**config.mk**
```make
export PLATFORM = sky130hd
export DESIGN_NAME = resp_order
export DESIGN_NICKNAME = d
export VERILOG_FILES = /design/src/source/tile_cfg_pkg.sv /design/src/source/tile_txn_pkg.sv /design/src/source/resp_order.sv
export SDC_FILE = /design/constraint.sdc
export NUM_CORES = 1
export LEC_CHECK = 0
export BUFFER_PORTS_ARGS = -buffer_cell sky130_fd_sc_hd__buf_2
export CAP_MARGIN = 20
export CORE_MARGIN = 10
export CORE_UTILIZATION = 29
export CTS_CLUSTER_SIZE = 8
export DETAILED_ROUTE_END_ITERATION = 16
export GPL_TIMING_DRIVEN = 0
export PLACE_DENSITY = 0.68
export RECOVER_POWER = 50
export SLEW_MARGIN = 30
export SYNTH_ARGS = -nofsm -noshare
export SYNTH_HDL_FRONTEND = slang
export SYNTH_SLANG_ARGS = --single-unit
```
**constraint.sdc**
```tcl
create_clock -name clk_i -period 2.5 [get_ports clk_i]
set_clock_uncertainty 0.15 [all_clocks]
set_input_delay 0.375 -clock clk_i [delete_from_list [all_inputs] [get_ports clk_i]]
set_output_delay 0.375 -clock clk_i [all_outputs]
set_load 0.005 [all_outputs]
```
**src/source/tile_cfg_pkg.sv**
```systemverilog
// Address map constants, field positions and widths of the shared tile memory
`default_nettype none

package tile_cfg_pkg;

  // Data path
  localparam int unsigned DataWidth = 32;
  localparam int unsigned BeWidth   = DataWidth / 8;
  localparam int unsigned AddrWidth = 32;

  // Cluster geometry
  localparam int unsigned NumTiles     = 4;
  localparam int unsigned BanksPerTile = 2;
  localparam int unsigned RowWidth     = 8;

  // Word interleaving, low to high: byte offset, bank, tile, row
  localparam int unsigned ByteOffset = 2;
  localparam int unsigned BankBits   = 1;
  localparam int unsigned TileBits   = 2;
  localparam int unsigned BankLsb    = ByteOffset;
  localparam int unsigned TileLsb    = BankLsb + BankBits;
  localparam int unsigned RowLsb     = TileLsb + TileBits;

  // Shared region, 8 KiB over all tiles
  localparam int unsigned TcdmBase = 32'h0000_0000;
  localparam int unsigned TcdmSize = NumTiles * BanksPerTile * (2 ** RowWidth) * BeWidth;

  // Responses that may be outstanding at once
  localparam int unsigned QueueDepth    = 4;
  localparam int unsigned QueuePtrWidth = $clog2(QueueDepth);
  localparam int unsigned QueueCntWidth = $clog2(QueueDepth + 1);

endpackage

`default_nettype wire

```
**src/source/tile_txn_pkg.sv**
```systemverilog
// Transaction field types and the route enum of the tile memory
`default_nettype none

package tile_txn_pkg;

  // Request fields
  typedef logic [tile_cfg_pkg::AddrWidth-1:0] addr_t;
  typedef logic [tile_cfg_pkg::DataWidth-1:0] data_t;
  typedef logic [tile_cfg_pkg::BeWidth-1:0]   strb_t;

  // Decoded address fields
  typedef logic [tile_cfg_pkg::RowWidth-1:0]  row_t;
  typedef logic [tile_cfg_pkg::BankBits-1:0]  bank_sel_t;
  typedef logic [tile_cfg_pkg::TileBits-1:0]  tile_id_t;

  // Where a request is served
  typedef enum logic [1:0] {
    ROUTE_LOCAL  = 2'd0,
    ROUTE_REMOTE = 2'd1,
    ROUTE_ERROR  = 2'd2
  } route_e;

endpackage

`default_nettype wire

```
**src/source/resp_order.sv**
```systemverilog
// In-order route queue and response selection, with immediate error responses
`timescale 1ns/10ps
`default_nettype none

module resp_order (
  input  logic                 clk_i,
  input  logic                 arst_n_i,
  input  logic                 issue_valid_i,
  input  tile_txn_pkg::route_e issue_route_i,
  output logic                 issue_ready_o,
  input  logic                 bank_resp_valid_i,
  output logic                 bank_resp_ready_o,
  input  tile_txn_pkg::data_t  bank_resp_rdata_i,
  input  logic                 rmt_resp_valid_i,
  output logic                 rmt_resp_ready_o,
  input  tile_txn_pkg::data_t  rmt_resp_rdata_i,
  output logic                 resp_valid_o,
  input  logic                 resp_ready_i,
  output tile_txn_pkg::data_t  resp_rdata_o,
  output logic                 resp_error_o
);

  // Route queue in issue order
  tile_txn_pkg::route_e                     route_q [tile_cfg_pkg::QueueDepth];
  logic [tile_cfg_pkg::QueuePtrWidth-1:0]   wr_ptr_q;
  logic [tile_cfg_pkg::QueuePtrWidth-1:0]   rd_ptr_q;
  logic [tile_cfg_pkg::QueueCntWidth-1:0]   count_q;
  // Remote entries currently queued
  logic [tile_cfg_pkg::QueueCntWidth-1:0]   rmt_cnt_q;

  tile_txn_pkg::route_e head;
  logic                 head_valid;
  logic                 push;
  logic                 pop;

  assign head_valid    = count_q != '0;
  assign head          = route_q[rd_ptr_q];
  assign issue_ready_o = count_q < tile_cfg_pkg::QueueDepth;
  assign push          = issue_valid_i && issue_ready_o;
  assign pop           = resp_valid_o && resp_ready_i;

  // Only the path named by the head sees ready
  always_comb begin
    resp_valid_o      = 1'b0;
    resp_rdata_o      = '0;
    resp_error_o      = 1'b0;
    bank_resp_ready_o = 1'b0;
    rmt_resp_ready_o  = 1'b0;
    if (head_valid) begin
      case (head)
        tile_txn_pkg::ROUTE_LOCAL: begin
          resp_valid_o      = bank_resp_valid_i;
          resp_rdata_o      = bank_resp_rdata_i;
          bank_resp_ready_o = resp_ready_i;
        end
        tile_txn_pkg::ROUTE_REMOTE: begin
          resp_valid_o     = rmt_resp_valid_i;
          resp_rdata_o     = rmt_resp_rdata_i;
          rmt_resp_ready_o = resp_ready_i;
        end
        default: begin
          resp_valid_o = 1'b1;
          resp_error_o = 1'b1;
        end
      endcase
    end
  end

  always_ff @(posedge clk_i) begin
    if (push) begin
      route_q[wr_ptr_q] <= issue_route_i;
    end
  end

  always_ff @(posedge clk_i or negedge arst_n_i) begin
    if (!arst_n_i) begin
      wr_ptr_q  <= '0;
      rd_ptr_q  <= '0;
      count_q   <= '0;
      rmt_cnt_q <= '0;
    end else begin
      if (push) begin
        wr_ptr_q <= wr_ptr_q + 1'b1;
      end
      if (pop) begin
        rd_ptr_q <= rd_ptr_q + 1'b1;
      end
      if (push && !pop) begin
        count_q <= count_q + 1'b1;
      end else if (pop && !push) begin
        count_q <= count_q - 1'b1;
      end
      if (push && issue_route_i == tile_txn_pkg::ROUTE_REMOTE) begin
        if (!(pop && head == tile_txn_pkg::ROUTE_REMOTE)) begin
          rmt_cnt_q <= rmt_cnt_q + 1'b1;
        end
      end else if (pop && head == tile_txn_pkg::ROUTE_REMOTE) begin
        rmt_cnt_q <= rmt_cnt_q - 1'b1;
      end
    end
  end

  // The remote side only answers requests it was sent
  assert property (@(posedge clk_i) disable iff (!arst_n_i)
    rmt_resp_valid_i |-> rmt_cnt_q != '0)
    else $error("Remote response arrived with no remote request outstanding");

endmodule

`default_nettype wire

```
==> results.sh <==
export IMPL_gr_usage_all_layers=0.0973
export IMPL_core_area_sq_um=4380
export IMPL_cap_violations=0
export IMPL_yosysWarnings=0
export IMPL_p_sw_frac=0.408
export IMPL_cp_top_family="multiplexers"
export IMPL_num_rows=24
export IMPL_synth_top_area_frac=0.278
export IMPL_ir_drop_mv=0.676
export IMPL_dp_hpwl_mm=3.71
export IMPL_worst_slew_pin_slew_ps=378
export IMPL_rrSetupSlack_ps=60
export IMPL_grt_remaining_overflow=0
export IMPL_place_congestion=0.717
export IMPL_syn_inst=137
export IMPL_maxSlewHeadroom=0.748
export IMPL_avgRoutedWirePerCell_um=14.0
export IMPL_crit_chain="buf_6, mux2i_4, mux2_4, o211ai_1, nand2_1, ha_2, inv_2, fa_2, mux2_2"
export IMPL_status="completed"
export IMPL_cts_tree="yes"
export IMPL_dp_slack_ps=-35.4
export IMPL_leakagePower_nw=1.13
export IMPL_cts_root_buf="clkbuf_8"
export IMPL_syn_area_per_cell_sq_um=9.71
export IMPL_p_per_area_nw_per_um2=1120
export IMPL_worstSetupEndpointType="flop"
export IMPL_finalHoldViolCount=0
export IMPL_fin_crit_sh=0.975
export IMPL_setup_viol=0
export IMPL_drt_pass1_iter_count=4
export IMPL_fillers=439
export IMPL_vias_per_cell=4.44
export IMPL_ys_seq_area_frac=0.312
export IMPL_slowest_stage="fa_2"
export IMPL_initial_core_util=0.303
export IMPL_drv_slew=0
export IMPL_fin_ws_ps=61.8
export IMPL_cts_buffers=3
export IMPL_clockPowerShare=0.083
export IMPL_cp_required_ps=2480
export IMPL_fmax_mhz=410
export IMPL_hold_path_class="input pin to flop"
export IMPL_internal_power_mw=1.37
export IMPL_cp_slowest_stage_delay_ps=410
export IMPL_h_tree_depth=1
export IMPL_io_buffers=108
export IMPL_pwr_share_comb=0.737
export IMPL_layout_min_cycle_time_ps=2440
export IMPL_vias=1349
export IMPL_power_switching_mw=0.941
export IMPL_power_frac_seq=0.181
export IMPL_die_width_um=87.7
export IMPL_drive_gt1_frac=0.516
export IMPL_grt_pass1_vias=1328
export IMPL_synth_area_leader_cell="mux2i_1"
export IMPL_dieHeight_um=87.7
export IMPL_tns_ps=0
export IMPL_clock_latency_ps=250
export IMPL_synth_seq_cells=15
export IMPL_drt_initial_drc_count=25
export IMPL_drcViolationCount=0
export IMPL_rsz0062_at_grt="true"
export IMPL_diodes=0
export IMPL_totalWireLength_mm=4.26
export IMPL_path_clk_slew_ps=60
export IMPL_syn_to_final_growth_pct=54.5
export IMPL_critical_path_class="flop to flop"
export IMPL_clk_path_buf_depth=2
export IMPL_grt_first_pass_wirelength_mm=6.16
export IMPL_yosysUniqueCellTypes=26
export IMPL_arrival_ps=2420
export IMPL_netlist_top_cells_area="mux2i_1, edfxtp_1, dfrtp_1"
export IMPL_cp_num_buf_inv=2
export IMPL_fin_nets=331
export IMPL_multiInputGateArea_sq_um=836
export IMPL_antenna_found_initial=0
export IMPL_syn_nets=215
export IMPL_cp_start_kind="flop"
export IMPL_syn_area_sq_um=1330
export IMPL_dieArea_sq_um=7690
export IMPL_ant_nets=0
export IMPL_path_max_fanout=5
export IMPL_pin_count=109
export IMPL_grt_max_degree=11
export IMPL_clkSinkCount=15
export IMPL_regArea_sq_um=415
cells in the mapped netlist:
master	instances
and3_1	1
xor2_1	2
xnor2_1	3
o211ai_1	1
edfxtp_1	8
nor2_1	35
buf_12	3
mux2_2	4
nand2_1	6
a21oi_1	1
o21ai_0	1
a21boi_0	1
inv_1	4
clkbuf_1	2
o21ba_2	1
dfrtp_1	7
nor2b_1	2
and2_1	4
fa_1	1
buf_6	2
nand2b_1	1
o31a_1	1
buf_2	3
nor3_1	1
ha_1	5
mux2i_1	37
power by group through the flow:
stage | Sequential (mW) | Clock (mW) | Combinational (mW)
after global routing | 0.434 | 0.206 | 1.87
after CTS | 0.401 | 0.196 | 1.70
final | 0.416 | 0.191 | 1.70
after global placement | 0.399 | 0 | 1.62
after floorplan | 0.391 | 0 | 1.12
after detailed placement | 0.403 | 0 | 1.65
path summary, 6_finish.rpt:
path / start / depth (start not counted) / endpoint
worst max-delay path: rd_ptr_q[1] / 9 / count_q[1]
worst min-delay path: issue_route_i[0] / 1 / route_q[1][0]
worst max register to register: rd_ptr_q[1] / 9 / count_q[1]
worst min register to register: count_q[0] / 1 / count_q[0]
max in group asynchronous: arst_n_i / 2 / count_q[0]
min in group asynchronous: arst_n_i / 2 / count_q[1]
stage by stage:
step           cell area (sq um)  hold slack, ps  total power, mW  cells  utilization
2_1_floorplan               1330           -70.6             1.51    137            -
3_3_place_gp                1940            65.8             2.02    297        0.441
3_5_place_dp                1940            66.8             2.05    297        0.441
4_1_cts                     2020             188             2.29    304        0.461
5_1_grt                     2050             255             2.51    304        0.469
6_report                    2050             242             2.31    304        0.469
layout make-up:
class / instances / area share
inverter: 4 / 0.00731
tap: 52 / 0.0317
multi-input combinational: 108 / 0.407
timing repair buffer: 112 / 0.276
buffer: 9 / 0.0530
clock inverter: 1 / 0.00244
clock buffer: 3 / 0.0201
sequential: 15 / 0.202
layout by cell type, fill, tap and decap left out, types with 4 or more instances in the layout:
cell type  instances
buf_2            104
nor2_1            35
nand2_1            6
dfrtp_1            7
edfxtp_1           8
and2_1             4
ha_1               4
mux2i_1           34
clkbuf_1           5
flip-flops by register name (all words and copies together) (netlist names):
signal	flops
wr_ptr_q	2
count_q	3
rd_ptr_q	2
route_q	8
logic make-up (layout without fill, tap and decap cells):
logic type,after synthesis,count (layout),synth area share
buf+inv,14,129,0.0903
flops,15,15,0.312
xor+xnor,5,5,0.0329
fa+ha+maj,6,6,0.0621
compound gates,6,6,0.0329
simple gates,50,50,0.157
mux,41,41,0.312
layer usage:
layer / vias to the layer above / share of wire / global-route usage
met5: - / 0 / 0
met4: 0 / 0.0054 / 0.0217
met3: 4 / 0.12 / 0.0501
met2: 51 / 0.51 / 0.170
met1: 603 / 0.36 / 0.102
li1: 691 / - / -
repair_timing:
| action | CTS | global route |
|---|---|---|
| gates resized for setup | 2 | 11 |
| endpoints found under the hold margin | 7 | 0 |
| cloned | 0 | 0 |
| endpoints found under the setup margin | 1 | 33 |
| buffers inserted | 2 | 1 |
| hold buffers | 1 | 0 |
| pin swaps | 0 | 4 |
Power figures use the tool's default switching activity.
