### config.mk
export PLATFORM = sky130hd
export DESIGN_NAME = address_decode_flat
export DESIGN_NICKNAME = d
export VERILOG_FILES = /design/src/source/tile_cfg_pkg.sv /design/src/source/tile_txn_pkg.sv /design/src/source/bank_req_if.sv /design/src/source/address_decode.sv /design/src/flat_wrapper.sv
export SDC_FILE = /design/constraint.sdc
export NUM_CORES = 1
export LEC_CHECK = 0
export ABC_AREA = 1
export BUFFER_PORTS_ARGS = -buffer_cell sky130_fd_sc_hd__buf_2
export CAP_MARGIN = 5
export CELL_PAD_IN_SITES_DETAIL_PLACEMENT = 1
export CELL_PAD_IN_SITES_GLOBAL_PLACEMENT = 1
export CORE_UTILIZATION = 30
export CTS_CLUSTER_DIAMETER = 150
export DETAILED_ROUTE_END_ITERATION = 6
export GPL_TIMING_DRIVEN = 0
export HOLD_SLACK_MARGIN = 0.08
export PLACE_DENSITY = 0.83
export SETUP_SLACK_MARGIN = 0.3
export SLEW_MARGIN = 15
export SYNTH_ARGS = -nofsm -noshare
export SYNTH_HDL_FRONTEND = slang
export SYNTH_SLANG_ARGS = --single-unit
export TNS_END_PERCENT = 30
### constraint.sdc
create_clock -name clk_i -period 5.1 [get_ports clk_i]
set_clock_uncertainty 0.2 [all_clocks]
set_input_delay 0.255 -clock clk_i [delete_from_list [all_inputs] [get_ports clk_i]]
set_output_delay 0.255 -clock clk_i [all_outputs]
set_load 0.005 [all_outputs]
### src/source/tile_cfg_pkg.sv
// Address map constants, field positions and widths of the shared tile memory
`default_nettype none

package tile_cfg_pkg;

  // Data path
  localparam int unsigned DataWidth = 32;
  localparam int unsigned BeWidth   = DataWidth / 8;
  localparam int unsigned AddrWidth = 32;

  // Cluster geometry
  localparam int unsigned NumTiles     = 4;
  localparam int unsigned BanksPerTile = 2;
  localparam int unsigned RowWidth     = 8;

  // Word interleaving, low to high: byte offset, bank, tile, row
  localparam int unsigned ByteOffset = 2;
  localparam int unsigned BankBits   = 1;
  localparam int unsigned TileBits   = 2;
  localparam int unsigned BankLsb    = ByteOffset;
  localparam int unsigned TileLsb    = BankLsb + BankBits;
  localparam int unsigned RowLsb     = TileLsb + TileBits;

  // Shared region, 8 KiB over all tiles
  localparam int unsigned TcdmBase = 32'h0000_0000;
  localparam int unsigned TcdmSize = NumTiles * BanksPerTile * (2 ** RowWidth) * BeWidth;

  // Responses that may be outstanding at once
  localparam int unsigned QueueDepth    = 4;
  localparam int unsigned QueuePtrWidth = $clog2(QueueDepth);
  localparam int unsigned QueueCntWidth = $clog2(QueueDepth + 1);

endpackage

`default_nettype wire

### src/source/tile_txn_pkg.sv
// Transaction field types and the route enum of the tile memory
`default_nettype none

package tile_txn_pkg;

  // Request fields
  typedef logic [tile_cfg_pkg::AddrWidth-1:0] addr_t;
  typedef logic [tile_cfg_pkg::DataWidth-1:0] data_t;
  typedef logic [tile_cfg_pkg::BeWidth-1:0]   strb_t;

  // Decoded address fields
  typedef logic [tile_cfg_pkg::RowWidth-1:0]  row_t;
  typedef logic [tile_cfg_pkg::BankBits-1:0]  bank_sel_t;
  typedef logic [tile_cfg_pkg::TileBits-1:0]  tile_id_t;

  // Where a request is served
  typedef enum logic [1:0] {
    ROUTE_LOCAL  = 2'd0,
    ROUTE_REMOTE = 2'd1,
    ROUTE_ERROR  = 2'd2
  } route_e;

endpackage

`default_nettype wire

### src/source/bank_req_if.sv
// Interface carrying a decoded local request from the decoder to the banks
`timescale 1ns/10ps
`default_nettype none

interface bank_req_if;

  // Handshake
  logic                    valid;
  logic                    ready;

  // Payload, stable while valid waits for ready
  logic                    wen;
  tile_txn_pkg::row_t      row;
  tile_txn_pkg::bank_sel_t bank_sel;
  tile_txn_pkg::data_t     wdata;
  tile_txn_pkg::strb_t     be;

  modport decoder (
    output valid, wen, row, bank_sel, wdata, be,
    input  ready
  );

  modport bank (
    input  valid, wen, row, bank_sel, wdata, be,
    output ready
  );

endinterface

`default_nettype wire

### src/source/address_decode.sv
// Request register, region and tile decode, remote address swap and issue
`timescale 1ns/10ps
`default_nettype none

module address_decode (
  input  logic                   clk_i,
  input  logic                   arst_n_i,
  input  tile_txn_pkg::tile_id_t tile_id_i,
  input  logic                   req_valid_i,
  output logic                   req_ready_o,
  input  tile_txn_pkg::addr_t    req_addr_i,
  input  logic                   req_wen_i,
  input  tile_txn_pkg::data_t    req_wdata_i,
  input  tile_txn_pkg::strb_t    req_be_i,
  bank_req_if.decoder            bank_o,
  output logic                   issue_valid_o,
  output tile_txn_pkg::route_e   issue_route_o,
  input  logic                   issue_ready_i,
  output logic                   rmt_req_valid_o,
  input  logic                   rmt_req_ready_i,
  output tile_txn_pkg::addr_t    rmt_req_addr_o,
  output logic                   rmt_req_wen_o,
  output tile_txn_pkg::data_t    rmt_req_wdata_o,
  output tile_txn_pkg::strb_t    rmt_req_be_o
);

  // Decode register
  logic                 full_q;
  tile_txn_pkg::addr_t  addr_q;
  logic                 wen_q;
  tile_txn_pkg::data_t  wdata_q;
  tile_txn_pkg::strb_t  be_q;
  // Comes up at the first edge after reset
  logic                 ready_en_q;

  tile_txn_pkg::addr_t  tcdm_off;
  tile_txn_pkg::route_e route;
  logic                 path_ready;
  logic                 drain;
  logic                 accept;

  // Offset into the shared region
  assign tcdm_off = addr_q - tile_cfg_pkg::TcdmBase;

  always_comb begin
    if (tcdm_off >= tile_cfg_pkg::TcdmSize) begin
      route = tile_txn_pkg::ROUTE_ERROR;
    end else if (tcdm_off[tile_cfg_pkg::TileLsb +: tile_cfg_pkg::TileBits] == tile_id_i) begin
      route = tile_txn_pkg::ROUTE_LOCAL;
    end else begin
      route = tile_txn_pkg::ROUTE_REMOTE;
    end
  end

  // Error requests need no path
  always_comb begin
    case (route)
      tile_txn_pkg::ROUTE_LOCAL:  path_ready = bank_o.ready;
      tile_txn_pkg::ROUTE_REMOTE: path_ready = rmt_req_ready_i;
      default:                    path_ready = 1'b1;
    endcase
  end

  assign drain       = full_q && issue_ready_i && path_ready;
  assign req_ready_o = ready_en_q && (!full_q || drain);
  assign accept      = req_valid_i && req_ready_o;

  assign issue_valid_o = full_q && path_ready;
  assign issue_route_o = route;

  // Local path
  assign bank_o.valid    = full_q && issue_ready_i && (route == tile_txn_pkg::ROUTE_LOCAL);
  assign bank_o.wen      = wen_q;
  assign bank_o.row      = tcdm_off[tile_cfg_pkg::RowLsb +: tile_cfg_pkg::RowWidth];
  assign bank_o.bank_sel = tcdm_off[tile_cfg_pkg::BankLsb +: tile_cfg_pkg::BankBits];
  assign bank_o.wdata    = wdata_q;
  assign bank_o.be       = be_q;

  // Remote path, bank and tile fields swapped for the cluster interconnect
  assign rmt_req_valid_o = full_q && issue_ready_i && (route == tile_txn_pkg::ROUTE_REMOTE);
  assign rmt_req_addr_o  = {addr_q[tile_cfg_pkg::AddrWidth-1:tile_cfg_pkg::RowLsb],
                            addr_q[tile_cfg_pkg::BankLsb +: tile_cfg_pkg::BankBits],
                            addr_q[tile_cfg_pkg::TileLsb +: tile_cfg_pkg::TileBits],
                            addr_q[tile_cfg_pkg::ByteOffset-1:0]};
  assign rmt_req_wen_o   = wen_q;
  assign rmt_req_wdata_o = wdata_q;
  assign rmt_req_be_o    = be_q;

  always_ff @(posedge clk_i or negedge arst_n_i) begin
    if (!arst_n_i) begin
      full_q     <= 1'b0;
      ready_en_q <= 1'b0;
    end else begin
      ready_en_q <= 1'b1;
      if (accept) begin
        full_q <= 1'b1;
      end else if (drain) begin
        full_q <= 1'b0;
      end
    end
  end

  always_ff @(posedge clk_i) begin
    if (accept) begin
      addr_q  <= req_addr_i;
      wen_q   <= req_wen_i;
      wdata_q <= req_wdata_i;
      be_q    <= req_be_i;
    end
  end

  // A waiting request keeps its path valid and its contents until taken
  assert property (@(posedge clk_i) disable iff (!arst_n_i)
    (bank_o.valid && !bank_o.ready) || (rmt_req_valid_o && !rmt_req_ready_i) |=>
      (bank_o.valid || rmt_req_valid_o) && $stable(addr_q) && $stable(wen_q) &&
      $stable(wdata_q) && $stable(be_q))
    else $error("Decode register changed while its request was waiting");

endmodule

`default_nettype wire

### src/flat_wrapper.sv
// flat-port wrapper written by rule: the top's interface ports become plain ports
module address_decode_flat 
  (clk_i, arst_n_i, tile_id_i, req_valid_i, req_ready_o, req_addr_i, req_wen_i, req_wdata_i, req_be_i, issue_valid_o, issue_route_o, issue_ready_i, rmt_req_valid_o, rmt_req_ready_i, rmt_req_addr_o, rmt_req_wen_o, rmt_req_wdata_o, rmt_req_be_o, bank_o_valid, bank_o_wen, bank_o_row, bank_o_bank_sel, bank_o_wdata, bank_o_be, bank_o_ready);
  bank_req_if bank_o_i ();
  input  logic clk_i;
  input  logic arst_n_i;
  input  tile_txn_pkg::tile_id_t tile_id_i;
  input  logic req_valid_i;
  output logic req_ready_o;
  input  tile_txn_pkg::addr_t req_addr_i;
  input  logic req_wen_i;
  input  tile_txn_pkg::data_t req_wdata_i;
  input  tile_txn_pkg::strb_t req_be_i;
  output logic issue_valid_o;
  output tile_txn_pkg::route_e issue_route_o;
  input  logic issue_ready_i;
  output logic rmt_req_valid_o;
  input  logic rmt_req_ready_i;
  output tile_txn_pkg::addr_t rmt_req_addr_o;
  output logic rmt_req_wen_o;
  output tile_txn_pkg::data_t rmt_req_wdata_o;
  output tile_txn_pkg::strb_t rmt_req_be_o;
  output wire logic [$bits(bank_o_i.valid)-1:0] bank_o_valid;
  output wire logic [$bits(bank_o_i.wen)-1:0] bank_o_wen;
  output wire logic [$bits(bank_o_i.row)-1:0] bank_o_row;
  output wire logic [$bits(bank_o_i.bank_sel)-1:0] bank_o_bank_sel;
  output wire logic [$bits(bank_o_i.wdata)-1:0] bank_o_wdata;
  output wire logic [$bits(bank_o_i.be)-1:0] bank_o_be;
  input wire logic [$bits(bank_o_i.ready)-1:0] bank_o_ready;
  assign bank_o_valid = bank_o_i.valid;
  assign bank_o_wen = bank_o_i.wen;
  assign bank_o_row = bank_o_i.row;
  assign bank_o_bank_sel = bank_o_i.bank_sel;
  assign bank_o_wdata = bank_o_i.wdata;
  assign bank_o_be = bank_o_i.be;
  assign bank_o_i.ready = bank_o_ready;
  address_decode u_core (.clk_i(clk_i), .arst_n_i(arst_n_i), .tile_id_i(tile_id_i), .req_valid_i(req_valid_i), .req_ready_o(req_ready_o), .req_addr_i(req_addr_i), .req_wen_i(req_wen_i), .req_wdata_i(req_wdata_i), .req_be_i(req_be_i), .bank_o(bank_o_i), .issue_valid_o(issue_valid_o), .issue_route_o(issue_route_o), .issue_ready_i(issue_ready_i), .rmt_req_valid_o(rmt_req_valid_o), .rmt_req_ready_i(rmt_req_ready_i), .rmt_req_addr_o(rmt_req_addr_o), .rmt_req_wen_o(rmt_req_wen_o), .rmt_req_wdata_o(rmt_req_wdata_o), .rmt_req_be_o(rmt_req_be_o));
endmodule
==> tab_implementation.tex, run 1 <==
\begin{tabular}{lr}
\hline
Metric & Value \\
\hline
\multicolumn{2}{l}{\textbf{Worst setup path}} \\
Depth of the worst register-to-register path & 9 \\
Critical Path Max Stage Delay & 0.50 ns \\
Critical R2R Capture & u\_core.addr\_q[8]\$\_DFFE\_PP\_ \\
Cell repeated most along the worst path & nand3\_2 \\
Peak fanout along the critical path & 32 \\
Worst setup path category & reg -> reg \\
R2r startpoint & u\_core.addr\_q[3]\$\_DFFE\_PP\_ \\
Register-to-register setup slack & 2.70 ns \\
Kind of capture point of the worst setup path & flop \\
Startpoint type of the worst setup path & flop \\
Standard cell with the maximum stage delay on the critical path & nor2\_4 \\
Worst EP arrival & 2.23 ns \\
CP bufs+invs & 2 \\
Data required time of the worst path & 4.92 ns \\
Gate family responsible for the most delay along the worst path & simple AND/OR/NAND/NOR gates \\
Crit path cell chain & or2\_1, nand3\_2, inv\_2, nand3\_2, nand3\_2, nand2\_2, nand2\_2, nor2\_4, buf\_12 \\
\multicolumn{2}{l}{\textbf{Yosys}} \\
Cell types occupying the most area after synthesis & edfxtp\_1 (77\%), buf\_4 (13\%), dfrtp\_1 (1.9\%) \\
Dominant combinational cell family by area after synthesis & buffers and inverters \\
FF+latch count, synth & 71 \\
Number of warning messages in the yosys log & 0 \\
Share of synthesized registers carrying an async set or reset & 0.0282 \\
Adder-cell share of the synthesized area & 0 \\
Cell area after synthesis & 2680 um\^{}2 \\
Post-synthesis compound-gate area fraction & 0.00187 \\
Post-Synthesis Net Count & 238 \\
Avg Synthesized Cell Area & 16.7 um\^{}2 \\
List of most frequent post-synthesis cells & edfxtp\_1 (69), buf\_4 (46), nor2\_1 (11), inv\_1 (9), nand2\_1 (8) \\
Xor/xnor cell area share of the yosys netlist & 0 \\
Cells after Synth & 161 \\
Mux cell area share after synthesis & 0 \\
Simple-gate share of the synthesized area & 0.0630 \\
Cell type with the largest total area after synthesis & edfxtp\_1 \\
Proportion of synthesized chip area in sequential cells & 0.791 \\
Synth top area share & 0.772 \\
Number of synthesized flops with an enable pin & 69 \\
Commonest register cell after synthesis & edfxtp\_1 \\
Number of distinct library cells after synthesis & 18 \\
Library cell with the highest instance count after synthesis & edfxtp\_1 \\
\multicolumn{2}{l}{\textbf{Power and ir drop}} \\
Proportion of total power due to net switching & 0.211 \\
Total power after layout & 1330 uW \\
Internal Pwr Total & 1050 uW \\
Combinational Power Share & 0.125 \\
Switching component of the power & 280 uW \\
Sequential share of power & 0.516 \\
Ratio of total power to cell area & 276 nW/um\^{}2 \\
Clock power frac & 0.359 \\
Maximum vdd ir drop & 0.139 mV \\
Leakage power & 0.00221 uW \\
\multicolumn{2}{l}{\textbf{Hold path}} \\
Worst hold path cell count & 5 \\
Worst Hold Class & in -> reg \\
Endpoint of the worst hold-timing path & u\_core.addr\_q[25]\$\_DFFE\_PP\_ \\
Worst Min Path Start & issue\_ready\_i \\
\multicolumn{2}{l}{\textbf{STA}} \\
Relative slew margins & 0.566 \\
Final-layout worst hold slack & 0.367 ns \\
Worst setup margin & 2.70 ns \\
RSZ-0062 raised after global routing & no \\
Max-slew violations & 0 \\
Shortest clock period the worst path allows after layout & 2.40 ns \\
Share of the cycle needed by the critical path after routing & 0.471 \\
Final count of negative-setup-slack endpoints & 0 \\
Number of hold-slack violations in the final timing report & 0 \\
Slew @ Worst Pin & 0.649 ns \\
Top achievable clock speed & 0.416 GHz \\
\multicolumn{2}{l}{\textbf{Floorplan}} \\
Core area & 8680 um\^{}2 \\
Placement row count & 34 \\
I/O pins & 198 \\
Die outline width & 96.6 um \\
Effective utilization at floorplan & 0.309 \\
Die area & 9320 um\^{}2 \\
Chip Height & 96.6 um \\
\multicolumn{2}{l}{\textbf{Routing}} \\
Number of DRC violations after detailed routing & 0 \\
Total length of routed wires & 8990 um \\
Final antenna-violating net count & 0 \\
Initial drt markers & 73 \\
Routed via count & 2320 \\
Post-DR vias/cell & 4.17 \\
Routed wire per std cell & 16.1 um \\
Detailed Routing Iterations Pass 1 & 4 \\
\multicolumn{2}{l}{\textbf{Flow run}} \\
Number of max-capacitance violations reported & 0 \\
\multicolumn{2}{l}{\textbf{Placed design}} \\
Routability-driven placement congestion ratio & 0.778 \\
Post-place setup slack & 2.67 ns \\
Buffers added on ports & 197 \\
Number of placed instances with taps included & 468 \\
Placed wire-length estimate after detailed placement & 5730 um \\
\multicolumn{2}{l}{\textbf{Cells and area}} \\
Post-route insts no fill & 557 \\
Filler Cells Inserted & 957 \\
Sequential cell area in the final layout & 2120 um\^{}2 \\
Core Util, Final & 0.553 \\
P\&R area growth vs syn & 79.0\% \\
Area of the multi-input gates & 185 um\^{}2 \\
Antenna fix cells & 0 \\
Fraction of layout cells with a size suffix above 1 & 0.595 \\
Final nets & 521 \\
\multicolumn{2}{l}{\textbf{CTS}} \\
Clock slew seen by the registers of the worst setup and hold paths & 0.08 ns \\
TritonCTS clock tree & yes \\
Htree depth & 3 \\
Clk sinks & 71 \\
CTS root buf & clkbuf\_8 \\
Clk Latency, worst-skew pair & 0.33 ns \\
Buffer levels on the longest clock path & 2 \\
Quantity of gates resized following cts & 0 \\
Count of buffers added by post-CTS timing repair for setup & 0 \\
CTS Buf Count & 9 \\
\multicolumn{2}{l}{\textbf{Global routing}} \\
Pin count of the biggest net entering global routing & 33 \\
Global-route wire length before repair & 12600 um \\
Overall routing resource usage & 0.192 \\
Congestion Overflow GR & 0 \\
Via count of the first global-routing pass & 2530 \\
Number of antenna violations at the first check in global routing & 0 \\
\multicolumn{2}{l}{\textbf{Outcome}} \\
Result of the run & complete, no violations \\
\hline
\end{tabular}
==> worst reg2reg max path: stages, from the launching register on <==
cell and delay, ns:
edfxtp_1 0.40, or2_1 0.25, nand3_2 0.09, inv_2 0.05
nand3_2 0.08, nand3_2 0.08, nand2_2 0.07, nand2_2 0.07
nor2_4 0.51, buf_12 0.29
==> worst max path at each step <==
stage                                     from                           endpoint  slack (ns)  cells past startpoint
finish              u_core.addr_q[3]$_DFFE_PP_         u_core.addr_q[8]$_DFFE_PP_        2.70                      9
global route        u_core.addr_q[3]$_DFFE_PP_  u_core.bank_o.wdata[14]$_DFFE_PP_        2.54                      9
global placement    u_core.addr_q[3]$_DFFE_PP_        u_core.addr_q[10]$_DFFE_PP_       -0.55                      8
CTS                 u_core.addr_q[3]$_DFFE_PP_  u_core.bank_o.wdata[26]$_DFFE_PP_        2.65                      9
detailed placement  u_core.addr_q[3]$_DFFE_PP_        u_core.addr_q[10]$_DFFE_PP_        2.67                      9
floorplan           u_core.addr_q[3]$_DFFE_PP_         u_core.addr_q[0]$_DFFE_PP_        0.47                      8
==> cell usage in the layout (no fill, tap or decap), types with 2 or more instances in the layout <==
master	netlist	final
buf_4	46	46
nor3_1	2	2
nand2_2	2	2
buf_2	0	197
nand3_2	3	3
clkbuf_8	0	9
dfrtp_1	2	2
nand2_1	8	8
inv_1	9	9
bufinv_16	0	2
dlygate4sd3_1	0	73
nor2_1	11	10
nor2_4	1	2
edfxtp_1	69	69
clkinv_1	0	3
==> power groups by stage <==
stage               sequential (uW)  clock, uW  combinational (uW)
floorplan                       700          0                37.7
global route                    687        515                 180
CTS                             684        489                 163
finish                          684        476                 166
global placement                698          0                 108
detailed placement              696          0                 119
==> registers in the layout, indices dropped and copies added, names as in the netlist <==
name                 flops
u_core.addr_q           32
u_core.bank_o.wdata     32
u_core.bank_o.be         4
u_core.bank_o.wen        1
u_core.full_q            1
u_core.ready_en_q        1
==> metal layers <==
layer	up-vias	share of wire	global-route usage
met5	-	0	0
met4	0	0.021	0.0882
met3	18	0.082	0.0587
met2	131	0.57	0.380
met1	1092	0.32	0.174
li1	1079	-	-
==> cell type report <==
class / count / share of cell area
Sequential cell: 71 / 0.442
Clock inverter: 7 / 0.0182
Inverter: 10 / 0.00782
Multi-Input combinational cell: 34 / 0.0386
Clock buffer: 9 / 0.0258
Buffer: 46 / 0.0719
Tap cell: 108 / 0.0281
Timing Repair Buffer: 272 / 0.367
==> per-stage QoR <==
| step | instance area, um^2 | setup TNS (ns) |
|---|---|---|
| after global routing | 4800 | 0 |
| after floorplan | 2680 | 0 |
| after global placement | 3800 | -37.75 |
| after CTS | 4800 | 0 |
| after detailed placement | 3860 | 0 |
| final | 4800 | 0 |
==> logic make-up (layout without fill, tap and decap cells) <==
family | Yosys count | after routing
AO/OA/AOI/OAI | 1 | 1
buffers and inverters | 56 | 344
other | 1 | 1
AND/OR/NAND/NOR | 32 | 32
flip-flops | 71 | 71
==> timing repair <==
item / CTS / global route
endpoints found under the hold margin: 72 / 0
setup endpoints to repair: 0 / 0
hold buffers: 73 / 0
(Power assumes the default switching activity.)
==> run 2: changes to the inputs <==
Settings changed: ABC_AREA 1 to 0, PLACE_DENSITY 0.83 to 0.82.
Clock period 5.1 ns to 2.24 ns, I/O delays scaled along.
==> tab_implementation.tex, run 2 <==
\begin{tabular}{lr}
\hline
Metric & Value \\
\hline
\multicolumn{2}{l}{\textbf{Outcome}} \\
Result of the run & finished with violations \\
Violations in the final reports & setup timing \\
\multicolumn{2}{l}{\textbf{Routing}} \\
Total length of routed wires & 9800 um \\
Initial drt markers & 33 \\
Detailed Routing Iterations Pass 1 & 4 \\
Post-DR vias/cell & 4.38 \\
Routed wire per std cell & 17.9 um \\
Final antenna-violating net count & 0 \\
Routed via count & 2390 \\
Number of DRC violations after detailed routing & 0 \\
\multicolumn{2}{l}{\textbf{Global routing}} \\
Pin count of the biggest net entering global routing & 35 \\
Overall routing resource usage & 0.212 \\
Congestion Overflow GR & 0 \\
Global-route wire length before repair & 13700 um \\
Number of antenna violations at the first check in global routing & 0 \\
Via count of the first global-routing pass & 2627 \\
\multicolumn{2}{l}{\textbf{Worst setup path}} \\
Gate family responsible for the most delay along the worst path & simple AND/OR/NAND/NOR gates \\
Standard cell with the maximum stage delay on the critical path & or4\_4 \\
Crit path cell chain & or4\_4, nor2\_4, o2111ai\_4, buf\_4, and3b\_4, buf\_12 \\
R2r startpoint & u\_core.addr\_q[23]\$\_DFFE\_PP\_ \\
Worst setup path category & reg -> reg \\
Depth of the worst register-to-register path & 6 \\
Critical Path Max Stage Delay & 0.56 ns \\
Worst EP arrival & 2.18 ns \\
Data required time of the worst path & 2.14 ns \\
Critical R2R Capture & u\_core.bank\_o.be[2]\$\_DFFE\_PP\_ \\
Kind of capture point of the worst setup path & flop \\
Register-to-register setup slack & -0.03 ns \\
CP bufs+invs & 2 \\
Startpoint type of the worst setup path & flop \\
Peak fanout along the critical path & 12 \\
\multicolumn{2}{l}{\textbf{CTS}} \\
Clock slew seen by the registers of the worst setup and hold paths & 0.07 ns \\
CTS Buf Count & 9 \\
Buffer levels on the longest clock path & 2 \\
CTS root buf & clkbuf\_8 \\
Htree depth & 3 \\
Clk sinks & 71 \\
Clk Latency, worst-skew pair & 0.35 ns \\
TritonCTS clock tree & yes \\
\multicolumn{2}{l}{\textbf{Cells and area}} \\
Sequential cell area in the final layout & 2120 um\^{}2 \\
Most common library cell in the layout ignoring fill and taps & buf\_2 \\
Post-route insts no fill & 546 \\
Filler Cells Inserted & 877 \\
Core Util, Final & 0.584 \\
Fraction of layout cells with a size suffix above 1 & 0.642 \\
Antenna fix cells & 0 \\
Area of the multi-input gates & 287 um\^{}2 \\
P\&R area growth vs syn & 84.5\% \\
Most frequent cells in the layout & buf\_2 (197), dlygate4sd3\_1 (73), edfxtp\_1 (69) \\
Final nets & 513 \\
\multicolumn{2}{l}{\textbf{STA}} \\
Worst setup margin & -0.0345 ns \\
Top achievable clock speed & 0.440 GHz \\
Final count of negative-setup-slack endpoints & 36 \\
Shortest clock period the worst path allows after layout & 2.27 ns \\
RSZ-0062 raised after global routing & yes \\
Share of the cycle needed by the critical path after routing & 1.02 \\
Max-slew violations & 0 \\
Number of hold-slack violations in the final timing report & 0 \\
\multicolumn{2}{l}{\textbf{Flow run}} \\
Number of max-capacitance violations reported & 0 \\
\multicolumn{2}{l}{\textbf{Yosys}} \\
Cell types occupying the most area after synthesis & edfxtp\_1 (78\%), buf\_4 (13\%), dfrtp\_1 (1.9\%) \\
Library cell with the highest instance count after synthesis & edfxtp\_1 \\
Share of synthesized registers carrying an async set or reset & 0.0282 \\
Number of warning messages in the yosys log & 0 \\
Commonest register cell after synthesis & edfxtp\_1 \\
Synth top area share & 0.782 \\
Cells after Synth & 144 \\
List of most frequent post-synthesis cells & edfxtp\_1 (69), buf\_4 (46), nor3\_1 (3) \\
Number of distinct library cells after synthesis & 22 \\
Cell type with the largest total area after synthesis & edfxtp\_1 \\
Number of synthesized flops with an enable pin & 69 \\
Cell area after synthesis & 2650 um\^{}2 \\
FF+latch count, synth & 71 \\
Post-Synthesis Net Count & 221 \\
Proportion of synthesized chip area in sequential cells & 0.800 \\
Avg Synthesized Cell Area & 18.4 um\^{}2 \\
\multicolumn{2}{l}{\textbf{Floorplan}} \\
I/O pins & 198 \\
Chip Height & 96.0 um \\
Effective utilization at floorplan & 0.316 \\
Die outline width & 96.0 um \\
Die area & 9220 um\^{}2 \\
Core area & 8380 um\^{}2 \\
Placement row count & 33 \\
\multicolumn{2}{l}{\textbf{Hold path}} \\
Worst Hold Class & in -> reg \\
Worst Min Path Start & bank\_o\_ready \\
Endpoint of the worst hold-timing path & u\_core.full\_q\$\_DFFE\_PN0P\_ \\
Worst hold path cell count & 5 \\
\multicolumn{2}{l}{\textbf{Power and ir drop}} \\
Total power after layout & 3010 uW \\
Maximum vdd ir drop & 0.344 mV \\
Leakage power & 0.00220 uW \\
Ratio of total power to cell area & 616 nW/um\^{}2 \\
\multicolumn{2}{l}{\textbf{Placed design}} \\
Post-place setup slack & -0.364 ns \\
Number of placed instances with taps included & 446 \\
Routability-driven placement congestion ratio & 0.736 \\
Buffers added on ports & 197 \\
Placed wire-length estimate after detailed placement & 5490 um \\
\hline
\end{tabular}
-- run 2: cell count changes after synthesis, moves of 2 or more --
cell	delta
nor2_1	-9
inv_1	-8
nand2_1	-6
nand3_2	-3
nor4_1	+2
or4_4	+2
xor2_1	+2
-- run 2: cell families (layout without fill, tap and decap cells) --
family          Yosys count  in the layout  share of synthesized area
other cells               1              1                    0.00141
xor+xnor                  2              2                    0.00661
flops                    71             71                      0.800
compound gates            3              3                    0.00944
buf+inv                  47            339                      0.132
simple gates             20             25                     0.0505
-- run 2: report_power, final --
group	leakage (uW)	total, uW	internal (uW)	switching [uW]
registers	0.000666	1560	1530	33.7
logic	0.00144	404	251	153
clock network	0.0000964	1050	526	524
-- run 2: worst register-to-register path: cells and delay by family, from the launching register on --
family                 cells  cell delay (ns)
and+or+nand+nor            3             0.95
AOI/OAI and AO/OA          1             0.17
DFF                        1             0.39
buffers and inverters      2             0.34
-- run 2: cell type report --
type	instances	area share
clock buffers	9	0.0253
plain buffers	46	0.0706
inverters	1	0.000767
repair buffers	276	0.368
multi-input cells	31	0.0586
well taps	105	0.0269
clock inverters	7	0.0164
flip-flops and latches	71	0.434
-- run 2: per-stage QoR --
stage	setup TNS, ns	hold WS, ns	instance area [um^2]
floorplan	-6.24	-0.384	2680
finish	-0.915	0.232	4890
global route	-4.99	0.257	4890
CTS	-1.53	0.195	4810
detailed placement	-24.82	-0.298	3790
global placement	-21.18	-0.301	3790
-- run 2: worst max-delay path by stage --
stage / from / to / slack [ns] / depth (start not counted)
after CTS: u_core.addr_q[4]$_DFFE_PP_ / u_core.addr_q[20]$_DFFE_PP_ / -0.04 / 4
after floorplan: u_core.addr_q[4]$_DFFE_PP_ / u_core.addr_q[0]$_DFFE_PP_ / -0.09 / 4
after global placement: u_core.addr_q[4]$_DFFE_PP_ / u_core.bank_o.wdata[0]$_DFFE_PP_ / -0.31 / 4
final: u_core.addr_q[23]$_DFFE_PP_ / u_core.bank_o.be[2]$_DFFE_PP_ / -0.03 / 6
after detailed placement: u_core.addr_q[4]$_DFFE_PP_ / u_core.bank_o.be[1]$_DFFE_PP_ / -0.36 / 4
after global routing: u_core.addr_q[23]$_DFFE_PP_ / req_ready_o / -0.12 / 5
-- run 2: layer usage --
layer / vias up / routed length (um) / global-route usage
met4: 0 / 215 / 0.0920
met1: 1155 / 3640 / 0.221
met5: - / 0 / 0
met3: 19 / 674 / 0.0553
met2: 141 / 5270 / 0.398
li1: 1075 / - / -
-- run 2: timing repair --
| action | in CTS | in global routing |
|---|---|---|
| hold endpoints to repair | 72 | 0 |
| hold buffers | 73 | 0 |
| gates cloned | 4 | 1 |
| setup buffers | 2 | 4 |
| pin swaps | 8 | 2 |
| setup endpoints to repair | 75 | 75 |
| gates resized for setup | 9 | 3 |
==> run 3: changes to the inputs <==
Settings changed: CORE_UTILIZATION 30 to 32, PLACE_DENSITY 0.82 to 0.87.
Clock period 2.24 ns to 2.8 ns, I/O delays scaled along.
==> tab_implementation.tex, run 3 (synthesis gave the netlist of run 2 again) <==
\begin{tabular}{lr}
\hline
Metric & Value \\
\hline
\multicolumn{2}{l}{\textbf{Hold path}} \\
Worst Hold Class & in -> reg \\
\multicolumn{2}{l}{\textbf{Worst setup path}} \\
Worst EP arrival & 2.26 ns \\
Startpoint type of the worst setup path & flop \\
Capture point of the worst path & u\_core.addr\_q[6]\$\_DFFE\_PP\_ \\
Register-to-register setup slack & 0.32 ns \\
Peak fanout along the critical path & 35 \\
Critical R2R Capture & u\_core.addr\_q[6]\$\_DFFE\_PP\_ \\
Worst setup path startpoint & u\_core.addr\_q[3]\$\_DFFE\_PP\_ \\
Depth of the worst register-to-register path & 4 \\
Worst setup path category & reg -> reg \\
Kind of capture point of the worst setup path & flop \\
R2r startpoint & u\_core.addr\_q[3]\$\_DFFE\_PP\_ \\
Data required time of the worst path & 2.57 ns \\
\multicolumn{2}{l}{\textbf{Cells and area}} \\
P\&R area growth vs syn & 77.3\% \\
Post-route design area & 4700 um\^{}2 \\
Fraction of layout cells with a size suffix above 1 & 0.617 \\
Antenna fix cells & 0 \\
Final nets & 503 \\
Most common library cell in the layout ignoring fill and taps & buf\_2 \\
Most frequent cells in the layout & buf\_2 (197), dlygate4sd3\_1 (73), edfxtp\_1 (69) \\
\multicolumn{2}{l}{\textbf{Placed design}} \\
Post-place setup slack & 0.0935 ns \\
Buffers added on ports & 197 \\
Routability-driven placement congestion ratio & 0.786 \\
Placed wire-length estimate after detailed placement & 5180 um \\
DP Area & 3770 um\^{}2 \\
\multicolumn{2}{l}{\textbf{STA}} \\
Worst setup margin & 0.315 ns \\
Final count of negative-setup-slack endpoints & 0 \\
Final-layout worst hold slack & 0.302 ns \\
Number of hold-slack violations in the final timing report & 0 \\
RSZ-0062 raised after global routing & yes \\
Shortest clock period the worst path allows after layout & 2.48 ns \\
Relative slew margins & 0.626 \\
Slew @ Worst Pin & 0.561 ns \\
Max-slew violations & 0 \\
Top achievable clock speed & 0.402 GHz \\
Sum of negative setup slack & 0 ns \\
Share of the cycle needed by the critical path after routing & 0.887 \\
\multicolumn{2}{l}{\textbf{Global routing}} \\
Global-route wire length before repair & 12700 um \\
Number of antenna violations at the first check in global routing & 0 \\
Congestion Overflow GR & 0 \\
Via count of the first global-routing pass & 2583 \\
Overall routing resource usage & 0.202 \\
Pin count of the biggest net entering global routing & 70 \\
\multicolumn{2}{l}{\textbf{Outcome}} \\
Result of the run & complete, no violations \\
\multicolumn{2}{l}{\textbf{CTS}} \\
Htree depth & 3 \\
CTS Buf Count & 9 \\
Count of buffers added by post-CTS timing repair for setup & 0 \\
Clk Latency, worst-skew pair & 0.34 ns \\
TritonCTS clock tree & yes \\
Clk sinks & 71 \\
Clock slew seen by the registers of the worst setup and hold paths & 0.08 ns \\
Buffer levels on the longest clock path & 2 \\
CTS root buf & clkbuf\_8 \\
\multicolumn{2}{l}{\textbf{Floorplan}} \\
Effective utilization at floorplan & 0.336 \\
Chip Height & 93.0 um \\
Core area & 7890 um\^{}2 \\
Placement row count & 32 \\
Die area & 8650 um\^{}2 \\
Die outline width & 93.0 um \\
I/O pins & 198 \\
\multicolumn{2}{l}{\textbf{Routing}} \\
Highest Signal Layer & met4 \\
Met3 wire len & 659 um \\
Post-DR vias/cell & 4.28 \\
Detailed Routing Iterations Pass 1 & 4 \\
Met1 routed wirelength after detailed routing & 3000 um \\
Total length of routed wires & 8800 um \\
Initial drt markers & 32 \\
Wire length on met2 & 4910 um \\
Final antenna-violating net count & 0 \\
Number of DRC violations after detailed routing & 0 \\
Routed via count & 2280 \\
Routed wire per std cell & 16.5 um \\
\multicolumn{2}{l}{\textbf{Power and ir drop}} \\
Ratio of total power to cell area & 494 nW/um\^{}2 \\
Maximum vdd ir drop & 0.248 mV \\
Leakage power & 0.00213 uW \\
\multicolumn{2}{l}{\textbf{Flow run}} \\
Number of max-capacitance violations reported & 0 \\
\hline
\end{tabular}
## run 3: cell types whose count changed in the layout (fill, tap and decap cells not counted), sizes merged
| cell | change |
|---|---|
| and3b | -4 |
| buf | -6 |
| clkbuf | +1 |
| clkinvlp | +1 |
| inv | -2 |
## run 3: routing by layer
metal	global-route usage	up-vias
met2	0.400	134
met3	0.0496	21
met5	0	-
met1	0.187	1079
met4	0.105	0
li1	-	1046
## run 3: cell type report
class | instances | area (um^2)
fillers | 837 | 3190
flip-flops and latches | 71 | 2120
repair buffers | 270 | 1720
plain buffers | 46 | 345
multi-input cells | 27 | 196
clock buffers | 10 | 128
well taps | 102 | 128
clock inverters | 6 | 61.3
inverters | 1 | 3.75
## run 3: worst min path at each step
stage | from | end | cells past startpoint
floorplan | arst_n_i | u_core.full_q$_DFFE_PN0P_ | 0
global placement | arst_n_i | u_core.full_q$_DFFE_PN0P_ | 1
detailed placement | arst_n_i | u_core.full_q$_DFFE_PN0P_ | 1
CTS | req_addr_i[19] | u_core.addr_q[19]$_DFFE_PP_ | 2
global route | req_wen_i | u_core.bank_o.wen$_DFFE_PP_ | 2
finish | req_addr_i[29] | u_core.addr_q[29]$_DFFE_PP_ | 2
## run 3: power by group
group / total [uW] / internal (uW) / switching [uW]
Clock: 781 / 407 / 375
Combinational: 295 / 185 / 110
Sequential: 1250 / 1220 / 25.2
## run 3: critical path, cell delays in order, from the launching register on
cell and delay (ns):
edfxtp_1 0.41, xor2_1 0.35, nor3_1 0.11, o2111ai_1 0.39, and3b_4 0.64
## run 3: through the flow
stage | utilization | power, uW | std cells
3_3_place_gp | 0.478 | 1460 | 443
4_1_cts | 0.594 | 2340 | 532
2_1_floorplan | - | 1340 | 144
5_1_grt | 0.596 | 2410 | 533
3_5_place_dp | 0.478 | 1480 | 443
6_report | 0.596 | 2320 | 533
## run 3: what timing repair did
item	4_1_cts	5_1_grt
cloned	0	1
hold buffers	73	0
endpoints found under the setup margin	69	69
pin swaps	0	1
gates resized for setup	0	2
hold endpoints to repair	72	0
